File: config.mk
export PLATFORM = sky130hd
export DESIGN_NAME = bus_watch_top
export DESIGN_NICKNAME = d
export VERILOG_FILES = /design/src/source/bus_watch_pkg.sv /design/src/source/bus_if.sv /design/src/source/bus_master.sv /design/src/source/bus_slave.sv /design/src/source/bus_timeout.sv /design/src/source/bus_watch_top.sv /design/src/source/cmd_fifo.sv
export SDC_FILE = /design/constraint.sdc
export NUM_CORES = 1
export LEC_CHECK = 0
export BUFFER_PORTS_ARGS = -buffer_cell sky130_fd_sc_hd__buf_2
export CAP_MARGIN = 20
export CORE_MARGIN = 5
export CORE_UTILIZATION = 60
export DETAILED_ROUTE_END_ITERATION = 12
export GPL_ROUTABILITY_DRIVEN = 0
export PLACE_DENSITY = 0.77
export SYNTH_ARGS = -nofsm -noshare
export SYNTH_HDL_FRONTEND = slang
export SYNTH_SLANG_ARGS = --single-unit
File: constraint.sdc
create_clock -name clk_i -period 3.89 [get_ports clk_i]
set_input_delay 0.389 -clock clk_i [delete_from_list [all_inputs] [get_ports clk_i]]
set_output_delay 0.389 -clock clk_i [all_outputs]
set_load 0.01 [all_outputs]
File: src/source/bus_watch_pkg.sv
`default_nettype none

package bus_watch_pkg;

	// ============================================================
	// bus widths
	// ============================================================

	localparam int ADR_W = 8;
	localparam int DAT_W = 16;

	// one queued command, packed as write flag, address, write data
	// read commands carry don't-care data
	typedef struct packed {
		logic             we;
		logic [ADR_W-1:0] adr;
		logic [DAT_W-1:0] dat;
	} bus_cmd_t;

	// ============================================================
	// address map
	// ============================================================

	// upper nibble that selects the 16-word memory, low nibble picks the word
	localparam logic [3:0] MEM_REGION = 4'h0;

	// the slow device sits at one address and is exempt from the watchdog
	localparam logic [ADR_W-1:0] SLOW_ADR = 8'hF0;

	// fixed identification word the slow device returns on a read
	localparam logic [DAT_W-1:0] SLOW_ID = 16'h5A0D;

endpackage

`default_nettype wire

File: src/source/bus_if.sv
`timescale 1ns/10ps
`default_nettype none

interface bus_if;
	import bus_watch_pkg::*;

	// cycle framing, cyc and stb rise and fall together in this design
	logic             cyc;
	logic             stb;
	logic             we;
	logic [ADR_W-1:0] adr;
	logic [DAT_W-1:0] dat_w;

	// slave response, ack is a one-cycle pulse
	logic [DAT_W-1:0] dat_r;
	logic             ack;

	// error pulse from the watchdog, it also ends the cycle
	logic             err;

	modport master (
		output cyc, stb, we, adr, dat_w,
		input  dat_r, ack, err
	);

	modport slave (
		input  cyc, stb, we, adr, dat_w,
		output dat_r, ack
	);

	// the watchdog watches everything and only drives err
	modport monitor (
		input  cyc, stb, we, adr, dat_w, dat_r, ack,
		output err
	);

endinterface

`default_nettype wire

File: src/source/bus_master.sv
`timescale 1ns/10ps
`default_nettype none

module bus_master (
	input  wire logic                         clk_i,
	input  wire logic                         rst_i,
	input  wire logic                         empty_i,
	input  wire bus_watch_pkg::bus_cmd_t      head_i,
	output      logic                         pop_o,
	bus_if.master                             bus,
	output      logic                         rsp_valid_o,
	output      logic [bus_watch_pkg::DAT_W-1:0] rsp_dat_o,
	output      logic                         rsp_err_o
);
	import bus_watch_pkg::*;

	typedef enum logic {
		st_idle,
		st_active
	} state_t;

	state_t state;
	logic   cycle_done;

	// take the head whenever the bus is free and something is queued
	assign pop_o = (state == st_idle) && !empty_i;

	// either a slave ack or a watchdog error closes the running cycle
	assign cycle_done = (state == st_active) && (bus.ack || bus.err);

	// ============================================================
	// control state
	// ============================================================

	always_ff @(posedge clk_i) begin
		if (rst_i) begin
			state       <= st_idle;
			bus.cyc     <= 1'b0;
			bus.stb     <= 1'b0;
			rsp_valid_o <= 1'b0;
		end else begin
			// response strobe only lives for one clock
			rsp_valid_o <= 1'b0;
			if (pop_o) begin
				state   <= st_active;
				bus.cyc <= 1'b1;
				bus.stb <= 1'b1;
			end else if (cycle_done) begin
				state       <= st_idle;
				bus.cyc     <= 1'b0;
				bus.stb     <= 1'b0;
				rsp_valid_o <= 1'b1;
			end
		end
	end

	// ============================================================
	// payload registers
	// ============================================================

	always_ff @(posedge clk_i) begin
		// address and data are loaded once and held for the whole cycle
		if (pop_o) begin
			bus.we    <= head_i.we;
			bus.adr   <= head_i.adr;
			bus.dat_w <= head_i.dat;
		end
		// read data is only returned on a clean read, writes and errors give zero
		if (cycle_done) begin
			rsp_err_o <= bus.err;
			rsp_dat_o <= (!bus.err && !bus.we) ? bus.dat_r : '0;
		end
	end

endmodule

`default_nettype wire

File: src/source/bus_slave.sv
`timescale 1ns/10ps
`default_nettype none

module bus_slave #(
	parameter int WAIT_STATES  = 2,
	parameter int SLOW_LATENCY = 40
) (
	input  wire logic clk_i,
	input  wire logic rst_i,
	bus_if.slave      bus
);
	import bus_watch_pkg::*;

	// one spare bit so the saturating count never aliases onto a match
	localparam int MAX_LAT = (SLOW_LATENCY > WAIT_STATES) ? SLOW_LATENCY : WAIT_STATES;
	localparam int CNT_W   = $clog2(MAX_LAT + 1) + 1;

	logic [DAT_W-1:0] mem [16];
	logic [CNT_W-1:0] lat_cnt;
	logic             mem_hit;
	logic             slow_hit;
	logic             ack_next;

	// ============================================================
	// address decode
	// ============================================================

	assign mem_hit  = (bus.adr[ADR_W-1:4] == MEM_REGION);
	assign slow_hit = (bus.adr == SLOW_ADR);

	// anything else stays silent and is left to the watchdog
	assign ack_next = bus.cyc && bus.stb &&
		((mem_hit && (lat_cnt == CNT_W'(WAIT_STATES - 1))) ||
		 (slow_hit && (lat_cnt == CNT_W'(SLOW_LATENCY - 1))));

	// latency counter restarts whenever the bus goes idle
	// the master always leaves one idle clock between cycles
	always_ff @(posedge clk_i) begin
		if (rst_i || !bus.cyc)
			lat_cnt <= '0;
		else if (lat_cnt != '1)
			lat_cnt <= lat_cnt + 1'b1;
	end

	// ============================================================
	// response and memory
	// ============================================================

	always_ff @(posedge clk_i) begin
		if (rst_i) begin
			bus.ack   <= 1'b0;
			bus.dat_r <= '0;
			// memory comes out of reset all zero
			for (int i = 0; i < 16; i++)
				mem[i] <= '0;
		end else begin
			// counter moves past the match value, so ack drops by itself
			bus.ack <= ack_next;
			if (ack_next) begin
				if (bus.we) begin
					bus.dat_r <= '0;
					// slow device swallows writes
					if (mem_hit)
						mem[bus.adr[3:0]] <= bus.dat_w;
				end else begin
					bus.dat_r <= mem_hit ? mem[bus.adr[3:0]] : SLOW_ID;
				end
			end
		end
	end

endmodule

`default_nettype wire

File: src/source/bus_timeout.sv
`timescale 1ns/10ps
`default_nettype none

module bus_timeout #(
	parameter int TIMEOUT_CYCLES = 16
) (
	input  wire logic clk_i,
	input  wire logic rst_i,
	bus_if.monitor    bus
);
	import bus_watch_pkg::*;

	localparam int CNT_W = $clog2(TIMEOUT_CYCLES + 1);

	logic [CNT_W-1:0] to_cnt;

	always_ff @(posedge clk_i) begin
		if (rst_i) begin
			bus.err <= 1'b0;
			to_cnt  <= CNT_W'(1);
		end else begin
			bus.err <= 1'b0;
			// an idle bus or an ack means nobody is waiting
			if (bus.ack || !bus.cyc)
				to_cnt <= CNT_W'(1);
			else if (to_cnt < CNT_W'(TIMEOUT_CYCLES))
				to_cnt <= to_cnt + 1'b1;
			// the slow device is known to take longer, so just start over
			else if (bus.stb && (bus.adr == SLOW_ADR))
				to_cnt <= CNT_W'(1);
			else begin
				// restart here too so err stays a single pulse while cyc drops
				bus.err <= 1'b1;
				to_cnt  <= CNT_W'(1);
			end
		end
	end

endmodule

`default_nettype wire

File: src/source/bus_watch_top.sv
`timescale 1ns/10ps
`default_nettype none

module bus_watch_top #(
	parameter int FIFO_DEPTH     = 4,
	parameter int WAIT_STATES    = 2,
	parameter int SLOW_LATENCY   = 40,
	parameter int TIMEOUT_CYCLES = 16
) (
	input  wire logic                            clk_i,
	input  wire logic                            rst_i,
	input  wire logic                            cmd_valid_i,
	input  wire logic                            cmd_we_i,
	input  wire logic [bus_watch_pkg::ADR_W-1:0] cmd_adr_i,
	input  wire logic [bus_watch_pkg::DAT_W-1:0] cmd_dat_i,
	output      logic                            cmd_ready_o,
	output      logic                            rsp_valid_o,
	output      logic [bus_watch_pkg::DAT_W-1:0] rsp_dat_o,
	output      logic                            rsp_err_o
);
	import bus_watch_pkg::*;

	bus_cmd_t in_cmd;
	bus_cmd_t head_cmd;
	logic     fifo_full;
	logic     fifo_empty;
	logic     fifo_pop;

	bus_if u_bus ();

	// gather the loose command inputs into one queue entry
	assign in_cmd = '{we: cmd_we_i, adr: cmd_adr_i, dat: cmd_dat_i};

	// ready is simply the queue not being full
	assign cmd_ready_o = !fifo_full;

	cmd_fifo #(.FIFO_DEPTH(FIFO_DEPTH)) u_fifo (
		.clk_i      (clk_i),
		.rst_i      (rst_i),
		.push_i     (cmd_valid_i),
		.push_cmd_i (in_cmd),
		.full_o     (fifo_full),
		.pop_i      (fifo_pop),
		.empty_o    (fifo_empty),
		.head_o     (head_cmd)
	);

	bus_master u_master (
		.clk_i       (clk_i),
		.rst_i       (rst_i),
		.empty_i     (fifo_empty),
		.head_i      (head_cmd),
		.pop_o       (fifo_pop),
		.bus         (u_bus.master),
		.rsp_valid_o (rsp_valid_o),
		.rsp_dat_o   (rsp_dat_o),
		.rsp_err_o   (rsp_err_o)
	);

	bus_slave #(
		.WAIT_STATES  (WAIT_STATES),
		.SLOW_LATENCY (SLOW_LATENCY)
	) u_slave (
		.clk_i (clk_i),
		.rst_i (rst_i),
		.bus   (u_bus.slave)
	);

	bus_timeout #(.TIMEOUT_CYCLES(TIMEOUT_CYCLES)) u_timeout (
		.clk_i (clk_i),
		.rst_i (rst_i),
		.bus   (u_bus.monitor)
	);

endmodule

`default_nettype wire

File: src/source/cmd_fifo.sv
`timescale 1ns/10ps
`default_nettype none

module cmd_fifo #(
	parameter int FIFO_DEPTH = 4
) (
	input  wire logic                  clk_i,
	input  wire logic                  rst_i,
	input  wire logic                  push_i,
	input  wire bus_watch_pkg::bus_cmd_t push_cmd_i,
	output      logic                  full_o,
	input  wire logic                  pop_i,
	output      logic                  empty_o,
	output      bus_watch_pkg::bus_cmd_t head_o
);
	import bus_watch_pkg::*;

	localparam int PTR_W = (FIFO_DEPTH > 1) ? $clog2(FIFO_DEPTH) : 1;
	localparam int CNT_W = $clog2(FIFO_DEPTH + 1);

	bus_cmd_t   mem [FIFO_DEPTH];
	logic [PTR_W-1:0] wr_ptr;
	logic [PTR_W-1:0] rd_ptr;
	logic [CNT_W-1:0] count;
	logic             do_push;
	logic             do_pop;

	// a push while full is dropped and the caller waits for ready instead
	assign do_push = push_i && !full_o;
	assign do_pop  = pop_i && !empty_o;

	assign full_o  = (count == CNT_W'(FIFO_DEPTH));
	assign empty_o = (count == '0);

	// head is read straight from storage so a push shows up one clock later
	assign head_o = mem[rd_ptr];

	// storage is written only by accepted pushes
	always_ff @(posedge clk_i) begin
		if (do_push)
			mem[wr_ptr] <= push_cmd_i;
	end

	always_ff @(posedge clk_i) begin
		if (rst_i) begin
			wr_ptr <= '0;
			rd_ptr <= '0;
			count  <= '0;
		end else begin
			// pointers wrap explicitly so a depth that is not a power of two works
			if (do_push)
				wr_ptr <= (wr_ptr == PTR_W'(FIFO_DEPTH - 1)) ? '0 : wr_ptr + 1'b1;
			if (do_pop)
				rd_ptr <= (rd_ptr == PTR_W'(FIFO_DEPTH - 1)) ? '0 : rd_ptr + 1'b1;
			// simultaneous push and pop leaves the occupancy unchanged
			case ({do_push, do_pop})
				2'b10:   count <= count + 1'b1;
				2'b01:   count <= count - 1'b1;
				default: count <= count;
			endcase
		end
	end

endmodule

`default_nettype wire
==> results of run 1 <==
==> sequential cells by signal, summed over array words and instances, names as in the netlist <==
signal and flops:
u_slave.bus.ack 1, u_fifo.rd_ptr 2, u_slave.mem 256, u_master.bus.cyc 1, u_master.bus.adr 8, u_master.rsp_valid_o 1
u_master.rsp_err_o 1, u_fifo.count 3, u_timeout.bus.err 1, u_fifo.mem 100, u_timeout.to_cnt 5, u_slave.lat_cnt 7
u_master.bus.we 1, u_master.rsp_dat_o 16, u_master.bus.dat_w 16, u_slave.bus.dat_r 16, u_fifo.wr_ptr 2
==> cell families after synthesis <==
family | count (synthesis)
AOI/OAI and AO/OA | 98
xor gates and xnor gates | 8
adders and majority gates | 10
buffers and inverters | 101
DFF | 437
muxes | 110
and+or+nand+nor | 423
==> Yosys cell counts, types with 9 or more instances <==
library cell,n
sky130_fd_sc_hd__nand2_1,46
sky130_fd_sc_hd__dfxtp_1,39
sky130_fd_sc_hd__ha_1,9
sky130_fd_sc_hd__clkbuf_1,62
sky130_fd_sc_hd__a22o_1,18
sky130_fd_sc_hd__and2_1,15
sky130_fd_sc_hd__o2111ai_2,9
sky130_fd_sc_hd__mux4_2,70
sky130_fd_sc_hd__mux2i_1,39
sky130_fd_sc_hd__inv_1,15
sky130_fd_sc_hd__a21oi_1,12
sky130_fd_sc_hd__buf_2,12
sky130_fd_sc_hd__edfxtp_1,398
sky130_fd_sc_hd__a22oi_1,16
sky130_fd_sc_hd__nor2_1,293
sky130_fd_sc_hd__buf_1,10
sky130_fd_sc_hd__o32ai_1,9
sky130_fd_sc_hd__nand4_1,9
sky130_fd_sc_hd__nor3_1,18
==> path summary, 6_finish.rpt <==
kind | startpoint | to | slack, ns | cells past startpoint
worst max-delay path | u_master.bus.adr[5] | u_slave.mem[1][10] | 0.84 | 7
worst min-delay path | cmd_dat_i[3] | u_fifo.mem[0][3] | 0.05 | 1
worst max register to register | u_master.bus.adr[5] | u_slave.mem[1][10] | 0.84 | 7
worst min register to register | u_timeout.to_cnt[0] | u_timeout.to_cnt[0] | 0.40 | 1
==> layer usage <==
| metal | vias to the layer above | part of all wire | wire length, um |
|---|---|---|---|
| met5 | - | 0 | 0 |
| met4 | 0 | 0.045 | 1850 |
| met3 | 87 | 0.085 | 3470 |
| met2 | 520 | 0.48 | 19600 |
| met1 | 5259 | 0.39 | 15800 |
| li1 | 4563 | - | - |
==> final cells by class <==
| cell class | count | area share |
|---|---|---|
| Clock inverter | 27 | 0.0167 |
| Inverter | 16 | 0.00299 |
| Timing Repair Buffer | 83 | 0.0255 |
| Sequential cell | 437 | 0.633 |
| Multi-Input combinational cell | 649 | 0.240 |
| Clock buffer | 51 | 0.0571 |
| Tap cell | 390 | 0.0243 |
==> power groups by stage <==
| stage | logic (mW) | clock network (mW) | registers (mW) |
|---|---|---|---|
| finish | 3.18 | 4.35 | 5.79 |
| global route | 3.36 | 4.62 | 5.82 |
| CTS | 3.15 | 4.40 | 5.79 |
| detailed placement | 3.11 | 0 | 5.88 |
| global placement | 3.07 | 0 | 5.85 |
| floorplan | 2.21 | 0 | 5.76 |
==> critical path, delay by kind of cell (launching register included) <==
| family | cells | cell delay (ns) |
|---|---|---|
| AO/OA/AOI/OAI | 1 | 0.12 |
| buffers and inverters | 3 | 0.69 |
| flip-flops | 1 | 0.42 |
| AND/OR/NAND/NOR | 3 | 1.45 |
==> metrics by stage <==
step,total power [mW],cells,hold slack [ns],cell area [sq um]
2_1_floorplan,7.97,1187,0.376,17900
3_3_place_gp,8.92,1574,0.385,18600
3_5_place_dp,8.99,1574,0.391,18600
4_1_cts,13.3,1652,0.0314,20100
5_1_grt,13.8,1653,0.0376,20100
6_report,13.3,1653,0.0502,20100
==> results.tsv, run 1 <==
metric	value	unit
CP Max Fanout	17	
design internal power	9.35	mW
Synth Flop Type	sky130_fd_sc_hd__edfxtp_1	
Pleak	6.85	nW
power share of the clock group	0.327	
worst path arrival time	3.22	ns
combinational family with the most area after synthesis	multiplexers	
die extent in y	183	um
status	complete, no violations	
initial cell density of the core	0.607	
IO Pins	47	
clock root buffer	sky130_fd_sc_hd__clkbuf_16	
most used routing layer	met2	
met2 GRT Util	0.388	
number of antenna violations at the first check in global routing	0	
compound-gate portion of the synthesized area	0.0461	
HPWL reported at the end of detailed placement	26100	um
via count	10400	
global-route wire length before repair	62000	um
area share of the largest cell type after synthesis	0.666	
cell count after synthesis	1187	
number of enable-type register cells in the synthesized netlist	398	
antenna diode instance count	0	
Post-DRT Antenna Nets	0	
Setup TNS Final	0	ns
startpoint type of the worst setup path	flip-flop	
number of global-route vias before repair	10300	
met3 usage	0.0518	
grt total ovfl	0	
clock tree from TritonCTS	done	
total CTS buffers	43	
Worst Slack Setup Final	0.841	ns
total power density per cell area	663	mW/mm^2
post-detailed-route DRC marker count	0	
iteration count of the initial detailed-routing pass	7	
max-capacitance violation count	0	
Synth async-reset ratio	0	
share of total power in combinational logic	0.239	
critical-path cell with the highest stage delay	sky130_fd_sc_hd__and2_1	
worst min-delay path category	in2reg	
die area	0.0335	sq mm
met1 Resource Use GR	0.338	
critical path required time	4.06	ns
Relative slew margins	0.317	
Post-CTS Hold Fix Bufs	0	
setup repair after global routing missed its margin	false	
count of final max-slew check failures	0	
maximum clock skew at final layout	0.0143	ns
Post-Syn Area	0.0179	sq mm
placeable core area	0.0296	sq mm
site row count	63	
proportion of synthesized chip area in sequential cells	0.709	
sequential fraction of design power	0.434	
simple-gate share of the synthesized area	0.101	
maximum number of pins on one net before global-route repair	53	
clock insertion delay at the later pin of the skew report	0.54	ns
Top cell by count, worst path	sky130_fd_sc_hd__buf_4	
worst setup path class	reg2reg	
fin util	0.680	
slew of the pin with the lowest slew margin	1.02	ns
FF/Latch Area	0.0127	sq mm
CP Cell Sequence	nor4_2 > buf_4 > and2_1 > buf_4 > o2111ai_2 > buf_4 > nand2_1	
delay of the slowest critical-path stage	0.61	ns
mean cell area of the mapped netlist	15.1	sq um
proportion of synthesized area in mux cells	0.110	
synthesized netlist net count	1225	
parity-gate share of the synthesized area counting xor and xnor cells	0.00390	
Max IR drop VDD	0.494	mV
die width	183	um
clock-pin transition on the worst setup and hold timing paths	0.06	ns
net switching share of the total power	0.298	
share of final-layout standard cells stronger than drive strength 1	0.186	
period utilization	0.784	
H-tree levels	2	
number of fillers in the final layout	1943	
Routed wire per std cell	24.7	um
number of unique standard cell types used by synthesis	52	
achievable frequency	0.328	GHz
most frequent standard cell in the layout excluding fill and tap cells	sky130_fd_sc_hd__edfxtp_1	
routed vias/inst	6.31	
maximum clock path buffer count	3	
DRC violation total after the first TritonRoute iteration	1431	
Setup crit end kind	flip-flop	
clock sinks	437	
area leader, netlist	sky130_fd_sc_hd__edfxtp_1	
Post-CTS Resized	0	
area share of fa/ha/maj cells after synthesis	0.00739	
fin crit period	3.05	ns
final setup violation count	0	
synth top area cells	sky130_fd_sc_hd__edfxtp_1 (67%), sky130_fd_sc_hd__mux4_2 (8.8%), sky130_fd_sc_hd__nor2_1 (6.1%), sky130_fd_sc_hd__dfxtp_1 (4.3%), sky130_fd_sc_hd__mux2i_1 (2.2%)	
number of nets at the end of the flow	1268	
commonest cells after routing, fill and taps aside	sky130_fd_sc_hd__edfxtp_1 (398), sky130_fd_sc_hd__nor2_1 (292), sky130_fd_sc_hd__mux4_2 (70)	
layout-stage area growth over the synthesis result	12.0	%
worst setup timing slack at the placement stage	0.871	ns
total of warnings raised by yosys	0	
GR Util All Layers	0.246	
area occupied by multi-input gates	0.00483	sq mm
number of flip-flops and latches in the synthesized netlist	437	
Net Sw Power	3.97	mW
number of failing hold endpoints at the final stage	0	
post-CTS setup buffers	0	
detailed-route wire length	40800	um
IO Port Bufs	46	
(Power assumes the default switching activity.)
==> run 2: changes to the inputs <==
CORE_UTILIZATION = 56   (was 60)
PLACE_DENSITY = 0.76   (was 0.77)
clock period = 2.6 ns   (was 3.89 ns; I/O delays follow)
==> results.tsv, run 2 (synthesis gave the netlist of run 1 again) <==
metric	value	unit	change
count of placed standard cells in the final layout, fillers left out	1696		+2.6%
total CTS buffers	43		unchanged
slew of the pin with the lowest slew margin	0.986	ns	-0.0356 ns
max-capacitance violation count	0		unchanged
HPWL reported at the end of detailed placement	24100	um	-7.7%
status	complete, no violations		
Post-DRT Antenna Nets	0		unchanged
die area	0.0357	sq mm	+6.7%
worst min-delay path endpoint	u_fifo.wr_ptr[0]		
register with the most flip-flops	u_slave.mem		
flip-flop count of the largest register, all copies and words added	256		unchanged
RR Startpoint	u_master.bus.adr[0]		
clock sinks	437		unchanged
largest registers in the final layout	u_slave.mem x256, u_fifo.mem x100		
grt total ovfl	0		unchanged
number of buffers and inverters on the critical path	1		-2
global-route wire length before repair	60600	um	-2.2%
number of global-route vias before repair	10400		+0.99%
maximum clock path buffer count	3		unchanged
DRC violation total after the first TritonRoute iteration	1011		-29%
register-to-register setup slack	0.14	ns	-0.70 ns
number of cells in the design after placement	1593		+1.2%
clock root buffer	sky130_fd_sc_hd__clkbuf_16		
clock insertion delay at the later pin of the skew report	0.54	ns	about the same
area occupied by multi-input gates	0.00489	sq mm	+1.3%
Relative slew margins	0.340		+0.0230
final setup violation count	0		unchanged
critical path required time	2.78	ns	-1.28 ns
share of final-layout standard cells stronger than drive strength 1	0.197		+0.0110
IO Pins	47		unchanged
critical-path cell with the highest stage delay	sky130_fd_sc_hd__or4_4		
post-detailed-route DRC marker count	0		unchanged
most frequent standard cell in the layout excluding fill and tap cells	sky130_fd_sc_hd__edfxtp_1		
GR Util All Layers	0.219		-0.0270
Max IR drop VDD	0.780	mV	+58%
worst path arrival time	2.65	ns	-0.57 ns
Post-CTS Resized	0		unchanged
CP Cell Sequence	or4_4 > nor3_4 > buf_12 > o2111ai_1 > nand2_2		
achievable frequency	0.406	GHz	+24%
Final Cell Area	0.0206	sq mm	+2.4%
number of antenna violations at the first check in global routing	0		unchanged
count of final max-slew check failures	0		unchanged
clock-pin transition on the worst setup and hold timing paths	0.06	ns	about the same
Setup crit end kind	flip-flop		
Routed wire per std cell	22.9	um	-7.0%
antenna diode instance count	0		unchanged
die extent in y	189	um	+3.3%
gate family responsible for the most delay along the worst path	simple AND/OR/NAND/NOR gates		
detailed-route wire length	38900	um	-4.6%
routed vias/inst	6.12		-2.9%
delay of the slowest critical-path stage	0.60	ns	about the same
H-tree levels	2		unchanged
number of failing hold endpoints at the final stage	0		unchanged
Post-CTS Hold Fix Bufs	25		+25
IO Port Bufs	46		unchanged
hold depth	4		+3
number of fillers in the final layout	2150		+11%
number of nets at the end of the flow	1299		+2.4%
FF-to-FF path depth	5		-2
initial cell density of the core	0.567		-0.0399
iteration count of the initial detailed-routing pass	5		-2
total power density per cell area	952	mW/mm^2	+44%
via count	10400		-0.42%
worst min-delay path category	in2reg		
commonest cells after routing, fill and taps aside	sky130_fd_sc_hd__edfxtp_1 (398), sky130_fd_sc_hd__nor2_1 (292), sky130_fd_sc_hd__mux4_2 (70)		
startpoint type of the worst setup path	flip-flop		
Critical Path Source	u_master.bus.adr[0]		
FF/Latch Area	0.0127	sq mm	unchanged
Pleak	7.01	nW	+2.3%
worst setup path class	reg2reg		
placeable core area	0.0316	sq mm	+7.0%
CP Max Fanout	17		unchanged
startpoint of the tightest hold check path	cmd_valid_i		
Placed Area	0.0189	sq mm	+1.4%
site row count	65		+3.2%
period utilization	0.947		+0.163
clock tree from TritonCTS	done		
fin crit period	2.46	ns	-0.586 ns
post-CTS setup buffers	0		unchanged
die width	189	um	+3.3%
maximum number of pins on one net before global-route repair	79		+49%
layout-stage area growth over the synthesis result	14.7	%	
maximum clock skew at final layout	0.0227	ns	+0.00837 ns
FF-to-FF End	u_slave.mem[4][11]		
setup repair after global routing missed its margin	false		
## run 2: how the worst max path moves through the flow
stage	end	slack [ns]	depth (start not counted)
after detailed placement	u_slave.mem[4][5]	0.16	5
after floorplan	u_slave.mem[6][0]	-0.20	7
after CTS	u_slave.mem[15][4]	0.14	5
after global routing	u_slave.bus.dat_r[3]	0.05	5
after global placement	u_slave.mem[4][6]	0.22	5
final	u_slave.mem[4][11]	0.14	5
## run 2: power breakdown
| group | internal (mW) | switching (mW) |
|---|---|---|
| Clock | 3.80 | 2.60 |
| Combinational | 1.79 | 2.82 |
| Sequential | 8.33 | 0.252 |
## run 2: metal layers
layer	vias up	part of all wire	global-route usage
met3	70	0.077	0.0321
li1	4630	-	-
met4	0	0.028	0.0617
met2	477	0.49	0.356
met5	-	0	0
met1	5208	0.40	0.315
## run 2: cell type report
cell class / count / share of cell area
Sequential cell: 437 / 0.619
Multi-Input combinational cell: 649 / 0.238
Clock buffer: 54 / 0.0568
Timing Repair Buffer: 114 / 0.0457
Tap cell: 402 / 0.0244
Clock inverter: 24 / 0.0137
Inverter: 16 / 0.00292
## run 2: worst register-to-register path: stages, from the launching register on
cell and delay [ns]:
sky130_fd_sc_hd__edfxtp_1 0.45, sky130_fd_sc_hd__or4_4 0.60, sky130_fd_sc_hd__nor3_4 0.23, sky130_fd_sc_hd__buf_12 0.19
sky130_fd_sc_hd__o2111ai_1 0.23, sky130_fd_sc_hd__nand2_2 0.42
## run 2: per-stage QoR
| step | worst slack (ns) | power, mW | TNS (ns) | utilization | hold slack [ns] |
|---|---|---|---|---|---|
| after floorplan | -0.200 | 11.9 | -10.67 | - | 0.359 |
| after global placement | 0.223 | 13.2 | 0 | 0.597 | 0.386 |
| after detailed placement | 0.165 | 13.3 | 0 | 0.597 | 0.390 |
| after CTS | 0.140 | 19.6 | 0 | 0.650 | 0.106 |
| after global routing | 0.0521 | 20.3 | 0 | 0.650 | 0.147 |
| final | 0.137 | 19.6 | 0 | 0.650 | 0.132 |
